$ cat src/link_cfg_pkg.sv
//////////////////////////////////////////////////
// Link sizing constants
// Block, frame and counter widths shared by the
// receive dequeue path
//////////////////////////////////////////////////

package link_cfg_pkg;

  //////////////////////////////////////////////////
  // Block geometry
  //////////////////////////////////////////////////

  // Payload byte carried by every block
  localparam int BLOCK_DATA_W = 8;
  // Payload plus the message start bit in the LSB
  localparam int BLOCK_W      = BLOCK_DATA_W + 1;

  //////////////////////////////////////////////////
  // Frame and message geometry
  //////////////////////////////////////////////////

  localparam int NUM_BLOCKS   = 4;
  // Start bits removed, only the payload bytes remain
  localparam int MSG_DATA_W   = NUM_BLOCKS * BLOCK_DATA_W;
  // Wide enough to index every block of a frame
  localparam int BLOCK_IDX_W  = $clog2(NUM_BLOCKS);

endpackage

$ cat src/link_types_pkg.sv
//////////////////////////////////////////////////
// Link data types
// Packed block, frame and message layouts used on
// the dequeue ports and inside the shift register
//////////////////////////////////////////////////

package link_types_pkg;

  import link_cfg_pkg::*;

  //////////////////////////////////////////////////
  // One serial block
  //////////////////////////////////////////////////

  // Data byte on top, start bit in the least significant position
  typedef struct packed {
    logic [BLOCK_DATA_W-1:0] data;
    logic                    start;
  } dq_block_t;

  //////////////////////////////////////////////////
  // Full frame
  //////////////////////////////////////////////////

  // Index 0 is the front block, the first to be examined
  // Sits in the lowest bits of the packed frame
  typedef dq_block_t [NUM_BLOCKS-1:0] dq_frame_t;

  //////////////////////////////////////////////////
  // Outgoing message
  //////////////////////////////////////////////////

  // First marks the first message taken from a frame
  // Data has front block byte in the lowest byte
  typedef struct packed {
    logic                  first;
    logic [MSG_DATA_W-1:0] data;
  } dq_msg_t;

endpackage

$ cat src/block_counter.sv
//////////////////////////////////////////////////
// Block position counter
// Tracks which frame block sits at the front and
// flags the last one
//////////////////////////////////////////////////

module block_counter
  import link_cfg_pkg::*;
(
  input  logic clk_i,
  input  logic reset_i,
  // Restart at block 0 when a frame loads
  input  logic clear_i,
  // One step per shift of the register
  input  logic step_i,
  // Front block is the last of its frame
  output logic last_o
);

  logic [BLOCK_IDX_W-1:0] idx_q;

  always_ff @(posedge clk_i) begin
    if (reset_i) begin
      idx_q <= '0;
    end else if (clear_i) begin
      // Clear takes priority, a load never shifts
      idx_q <= '0;
    end else if (step_i) begin
      // Wraps back to zero once the last block is consumed
      idx_q <= idx_q + 1'b1;
    end
  end

  // Last position ends the frame in the FSM
  assign last_o = (idx_q == BLOCK_IDX_W'(NUM_BLOCKS - 1));

endmodule

$ cat src/block_shift_reg.sv
//////////////////////////////////////////////////
// Block shift register
// Loads a frame, shifts it toward the front block
// by block and strips the start bits for output
//////////////////////////////////////////////////

module block_shift_reg
  import link_cfg_pkg::*;
  import link_types_pkg::*;
(
  input  logic                  clk_i,
  input  logic                  reset_i,
  // Control from the dequeue FSM
  input  logic                  load_i,
  input  logic                  shift_i,
  // Incoming frame, taken whole on a load
  input  dq_frame_t             frame_i,
  // Start bit of block 0
  output logic                  front_start_o,
  // All payload bytes, start bits removed
  output logic [MSG_DATA_W-1:0] data_o
);

  // Stored blocks, index 0 is the front
  dq_frame_t blocks_q;
  dq_frame_t blocks_d;

  //////////////////////////////////////////////////
  // Load or shift
  //////////////////////////////////////////////////

  always_comb begin : next_blocks
    // Hold by default, e.g. under output back-pressure
    blocks_d = blocks_q;
    if (load_i) begin
      // A load wins over a shift in the same cycle
      blocks_d = frame_i;
    end else if (shift_i) begin
      // Every block moves one place toward the front
      for (int i = 0; i < NUM_BLOCKS - 1; i++) begin
        blocks_d[i] = blocks_q[i+1];
      end
      // Empty block enters at the back
      blocks_d[NUM_BLOCKS-1] = dq_block_t'({BLOCK_W{1'b0}});
    end
  end

  always_ff @(posedge clk_i) begin
    if (reset_i) begin
      // Empty register, no start bit visible at the front
      blocks_q <= '0;
    end else begin
      blocks_q <= blocks_d;
    end
  end

  //////////////////////////////////////////////////
  // Outputs
  //////////////////////////////////////////////////

  // Front start bit decides whether a message is offered
  assign front_start_o = blocks_q[0].start;

  always_comb begin : strip_start_bits
    // Block i byte lands in byte lane i of the message
    for (int i = 0; i < NUM_BLOCKS; i++) begin
      data_o[i*BLOCK_DATA_W +: BLOCK_DATA_W] = blocks_q[i].data;
    end
  end

endmodule

$ cat src/rx_dequeue_fsm.sv
//////////////////////////////////////////////////
// Receive dequeue control
// Decides load, shift and offer and drives the
// frame and message handshakes
//////////////////////////////////////////////////

module rx_dequeue_fsm (
  input  logic clk_i,
  input  logic reset_i,
  // Frame input handshake
  input  logic frame_valid_i,
  output logic frame_ready_o,
  // Message output handshake
  output logic msg_valid_o,
  input  logic msg_ready_i,
  // Status from the datapath
  input  logic front_start_i,
  input  logic last_i,
  // Datapath control
  output logic load_o,
  output logic shift_o,
  output logic first_o
);

  // EMPTY has nothing stored, HOLD has a frame in progress
  typedef enum logic {
    EMPTY,
    HOLD
  } state_e;

  state_e state_q;
  state_e state_d;
  logic   holding;
  logic   consumed;
  logic   msg_hs;
  logic   first_pending_q;

  //////////////////////////////////////////////////
  // Handshake and consumption
  //////////////////////////////////////////////////

  assign holding  = (state_q == HOLD);
  // Offer only when the front block starts a message
  assign msg_valid_o = holding & front_start_i;
  assign msg_hs   = msg_valid_o & msg_ready_i;
  // Front block leaves this cycle, skipped or handed over
  assign consumed = holding & (~front_start_i | msg_ready_i);

  // Room for a new frame once the last block goes out
  assign frame_ready_o = ~holding | (last_i & consumed);
  assign load_o        = frame_valid_i & frame_ready_o;
  // A load replaces the contents, so no shift with it
  assign shift_o       = consumed & ~load_o;

  //////////////////////////////////////////////////
  // State register
  //////////////////////////////////////////////////

  always_comb begin : next_state
    state_d = state_q;
    if (load_o) begin
      state_d = HOLD;
    end else if (holding && last_i && consumed) begin
      // Last block gone and no frame waiting
      state_d = EMPTY;
    end
  end

  always_ff @(posedge clk_i) begin
    if (reset_i) begin
      state_q <= EMPTY;
    end else begin
      state_q <= state_d;
    end
  end

  //////////////////////////////////////////////////
  // First message flag
  //////////////////////////////////////////////////

  always_ff @(posedge clk_i) begin
    if (reset_i) begin
      first_pending_q <= 1'b0;
    end else if (load_o) begin
      // Fresh frame, its first offer gets the flag
      first_pending_q <= 1'b1;
    end else if (msg_hs) begin
      first_pending_q <= 1'b0;
    end
  end

  assign first_o = first_pending_q;

endmodule

$ cat src/rx_dequeue_top.sv
//////////////////////////////////////////////////
// Receive dequeue top level
// Frames in, start-bit delimited messages out
//////////////////////////////////////////////////

module rx_dequeue_top
  import link_cfg_pkg::*;
  import link_types_pkg::*;
(
  input  logic      clk_i,
  input  logic      reset_i,
  // Frame input port
  input  logic      frame_valid_i,
  output logic      frame_ready_o,
  input  dq_frame_t frame_i,
  // Message output port
  output logic      msg_valid_o,
  input  logic      msg_ready_i,
  output dq_msg_t   msg_o
);

  logic                  load;
  logic                  shift;
  logic                  first;
  logic                  last;
  logic                  front_start;
  logic [MSG_DATA_W-1:0] msg_data;

  // Control and both handshakes
  rx_dequeue_fsm rx_dequeue_fsm_i (
    .clk_i         (clk_i),
    .reset_i       (reset_i),
    .frame_valid_i (frame_valid_i),
    .frame_ready_o (frame_ready_o),
    .msg_valid_o   (msg_valid_o),
    .msg_ready_i   (msg_ready_i),
    .front_start_i (front_start),
    .last_i        (last),
    .load_o        (load),
    .shift_o       (shift),
    .first_o       (first)
  );

  // Load doubles as the counter clear
  block_counter block_counter_i (
    .clk_i   (clk_i),
    .reset_i (reset_i),
    .clear_i (load),
    .step_i  (shift),
    .last_o  (last)
  );

  block_shift_reg block_shift_reg_i (
    .clk_i         (clk_i),
    .reset_i       (reset_i),
    .load_i        (load),
    .shift_i       (shift),
    .frame_i       (frame_i),
    .front_start_o (front_start),
    .data_o        (msg_data)
  );

  // Pack the outgoing message
  assign msg_o.first = first;
  assign msg_o.data  = msg_data;

endmodule

$ cat config.mk
export PLATFORM = sky130hd
export DESIGN_NAME = rx_dequeue_top
export DESIGN_NICKNAME = d
export VERILOG_FILES = /design/src/link_cfg_pkg.sv /design/src/link_types_pkg.sv /design/src/block_counter.sv /design/src/block_shift_reg.sv /design/src/rx_dequeue_fsm.sv /design/src/rx_dequeue_top.sv
export SDC_FILE = /design/constraint.sdc
export NUM_CORES = 1
export LEC_CHECK = 0
export BUFFER_PORTS_ARGS = -buffer_cell sky130_fd_sc_hd__buf_2
export CAP_MARGIN = 20
export CELL_PAD_IN_SITES_DETAIL_PLACEMENT = 1
export CELL_PAD_IN_SITES_GLOBAL_PLACEMENT = 1
export CORE_ASPECT_RATIO = 0.8
export CORE_UTILIZATION = 33
export DETAILED_ROUTE_END_ITERATION = 16
export PLACE_DENSITY = 0.85
export SYNTH_ARGS = -nofsm -noshare
export SYNTH_HDL_FRONTEND = slang
export SYNTH_SLANG_ARGS = --single-unit
$ cat constraint.sdc
create_clock -name clk_i -period 1.6 [get_ports clk_i]
set_input_delay 0.48 -clock clk_i [delete_from_list [all_inputs] [get_ports clk_i]]
set_output_delay 0.48 -clock clk_i [all_outputs]
set_load 0.01 [all_outputs]
==> metrics.md <==
| Metric | Value |
|---|---|
| Critical Path Source | `block_counter_i.idx_q[1]` |
| Ys async rst share | `0%` |
| Pin count of the biggest net entering global routing | `between 40 and 50` |
| Yosys warns | `0` |
| Cell Rows | `25` |
| Yosys reg bits | `40` |
| Hold Path End | `block_shift_reg_i.data_o[31]` |
| Ports | `75` |
| Primary FF master, synth | `dfxtp_1` |
| All-Layer GR Usage | `between 15 and 20%` |
| CP top delay family | `flip-flops` |
| Crit path largest cell delay | `0.35 ns` |
| Final Skew | `about 0.011 ns` |
| Htree depth | `2` |
| Min-Delay Path Depth | `3` |
| Hold WC Path Type | `in -> reg` |
| RR Endpoint | `block_shift_reg_i.blocks_q[18]` |
| Crit path max-delay cell type | `dfxtp_2` |
| Reg-to-Reg Start | `block_counter_i.idx_q[1]` |
| # diodes | `0` |
| Hold_sp | `frame_i[35]` |
| Initial DRC count | `36` |
| Total wire length | `5840 µm` |
| Mapped cell area | `approximately 2100 µm²` |
| Detail Placement HPWL | `4140 µm` |
| Fin Hold WS | `0.434 ns` |
| Fin crit share | `97.9%` |
| Most frequent cells in the layout | `buf_2 (74), nor2_1 (38), dfxtp_1 (36)` |
| Fin cells | `368` |
| Critical path peak fanout | `2` |
| Peak supply drop | `about 0.37 mV` |
| Register-to-register setup slack | `roughly 0.10 ns` |
| CTS sink count | `40` |
| R2R cell count | `6` |
| DR vias | `~1,800` |
| Die area | `6830 µm²` |
| Via density | `approximately 4.9` |
| Cell count after synthesis | `237` |
| First-pass GRT wire length | `9180 µm` |
| Critical Path AT | `between 1 and 1.5 ns` |
| Core area | `6100 µm²` |
| Critical path class | `reg -> out` |
| Max Cap Viol | `0` |
| Netlist cell types | `25` |
| Die H | `about 74 µm` |
| Share of layout cells above drive strength 1 | `about half` |
| Commonest non-fill, non-tap cell in the layout | `buf_2` |
| Worst Path Buf+Inv | `1` |
| Final hold violation count | `0` |
| Vias in the first global route | `1,785` |
| Skew-Pair Late Insertion Delay | `roughly 0.3 ns` |
| Achievable Freq | `around 640 MHz` |
| Grt ovf | `0` |
| Final net count | `around 330` |
| Critical-path cell list | `ha_4 > nand2_2 > nand2_1 > buf_2` |
| Worst relative slew slack | `81.5%` |
| Startpoint types | `register` |
| Syn_area_per_cell | `between 9 and 10 µm²` |
| Post-route cell area | `about 2600 µm²` |
| Antenna violations before repair | `0` |
| Port Buffer Count | `74` |
| Register area share after synthesis | `37.3%` |
| Final slew viol count | `0` |
| Worst Setup End Kind | `output pin` |
| P_leak | `~0.0011 µW` |
| Top Metal Used | `met4` |
| Number of synthesized flops with an enable pin | `0` |
| DP Area | `~2400 µm²` |
| Routability cong. | `a little under 0.8` |
| TritonCTS Buffers | `5` |
| Placed instance count | `~360` |
| Initial Utilization | `35.2%` |
| Final ANT Viol Nets | `0` |
| Die extent in x | `about 92 µm` |
| Clk slew on worst S/H paths | `0.09 ns` |
| Met2 wire length | `2850 µm` |
| Critical Path RT | `1.12 ns` |
| Status | `complete, no violations` |
| Max Root-Sink Buffers | `2` |
| PwrDens | `973 nW/µm²` |
| Worst-Margin Slew | `between 0.2 and 0.3 ns` |
| TNS Setup | `0 ns` |
| Mapped Nets | `around 280` |
| Minimum clock period | `about 1.6 ns` |
| Detailed-router iteration count before antenna repair | `4` |
| Area growth syn-to-layout | `20.9%` |
| Wire length on met3 | `~260 µm` |
| WL met1 | `roughly 2700 µm` |
| TritonCTS clock tree | `built` |
| Number of remaining DRC errors | `0` |
| Clock root buffer | `clkbuf_8` |
| Routed len/inst | `roughly 16 µm` |
| Number of setup violations in the final report | `0` |
-- logic make-up (layout without fill, tap and decap cells) --
kind of cell	count (synthesis)	after routing	share of synthesized area [%]
buffers and inverters	50	100	18.0
flip-flops	40	40	37.3
adder cells (fa/ha/maj)	1	1	0.583
XOR/XNOR	1	1	0.408
AO/OA/AOI/OAI	66	66	28.3
AND/OR/NAND/NOR	78	78	14.9
multiplexers	1	1	0.466
-- tightest hold or removal path, stage by stage --
cell	delay, ns
buf_2	0.08
a22oi_1	0.07
nor2_1	0.07
-- how the worst max path moves through the flow --
stage,depth (start not counted),endpoint,slack (ns)
2_1_floorplan,7,block_shift_reg_i.data_o[31],0.02
3_3_place_gp,6,block_shift_reg_i.data_o[31],-0.07
3_5_place_dp,7,block_shift_reg_i.blocks_q[18],-0.16
4_1_cts,4,frame_ready_o,0.003
5_1_grt,4,frame_ready_o,-0.007
6_report,4,frame_ready_o,0.03
-- Yosys cell counts (2+ instances only) --
library cell	number	share of area [%]
a211oi_1	7	2.4
a211oi_2	18	10
a21oi_1	10	2.3
a21oi_2	18	7.3
a22oi_1	9	3.1
and2_1	2	0.58
buf_2	3	0.70
buf_4	36	13
buf_6	5	2.6
buf_8	2	1.4
clkbuf_1	4	0.70
dfxtp_1	40	37
nand2_1	31	5.4
nand2b_1	2	0.58
nor2_1	38	6.6
nor3_1	3	0.70
-- where the power goes --
part / switching (µW) / internal [µW] / total (µW)
sequential: 68.9 / 1070 / 1140
combinational: 289 / 254 / 543
clock: 379 / 462 / 841
-- layer usage --
layer	GRT usage, %	vias up
met4	5.21	0
met3	3.48	5
met1	22.6	878
met5	0	-
met2	30.2	51
li1	-	876
-- flip-flops by register name, indices dropped and copies added (netlist names) --
| name | flops |
|---|---|
| block_shift_reg_i.data_o | 32 |
| block_shift_reg_i.blocks_q | 3 |
| block_counter_i.idx_q | 2 |
| block_shift_reg_i.front_start_o | 1 |
| rx_dequeue_fsm_i.first_o | 1 |
| rx_dequeue_fsm_i.holding | 1 |
-- area by class of cell --
| cell class | count | area (µm²) |
|---|---|---|
| repair buffers | 92 | 593 |
| clock buffers | 5 | 68.8 |
| fillers | 739 | 3500 |
| well taps | 81 | 101 |
| flip-flops and latches | 40 | 808 |
| multi-input cells | 147 | 981 |
| clock inverters | 3 | 42.5 |
-- repair_timing --
item	in CTS	in global routing
endpoints found under the setup margin	2	1
endpoints found under the hold margin	0	0
pin swaps	0	1
buffers inserted	0	3
hold buffers	0	0
resized for setup	7	3
-- metrics by stage --
| stage | util (%) | power, µW | worst slack (ns) |
|---|---|---|---|
| 6_report | 42.5 | 2520 | 0.0335 |
| 5_1_grt | 42.5 | 2650 | -0.00738 |
| 4_1_cts | 42.1 | 2550 | 0.00311 |
| 3_5_place_dp | 39.9 | 1700 | -0.157 |
| 3_3_place_gp | 39.9 | 1680 | -0.0726 |
| 2_1_floorplan | - | 1550 | 0.0232 |
(Power assumes the default switching activity.)
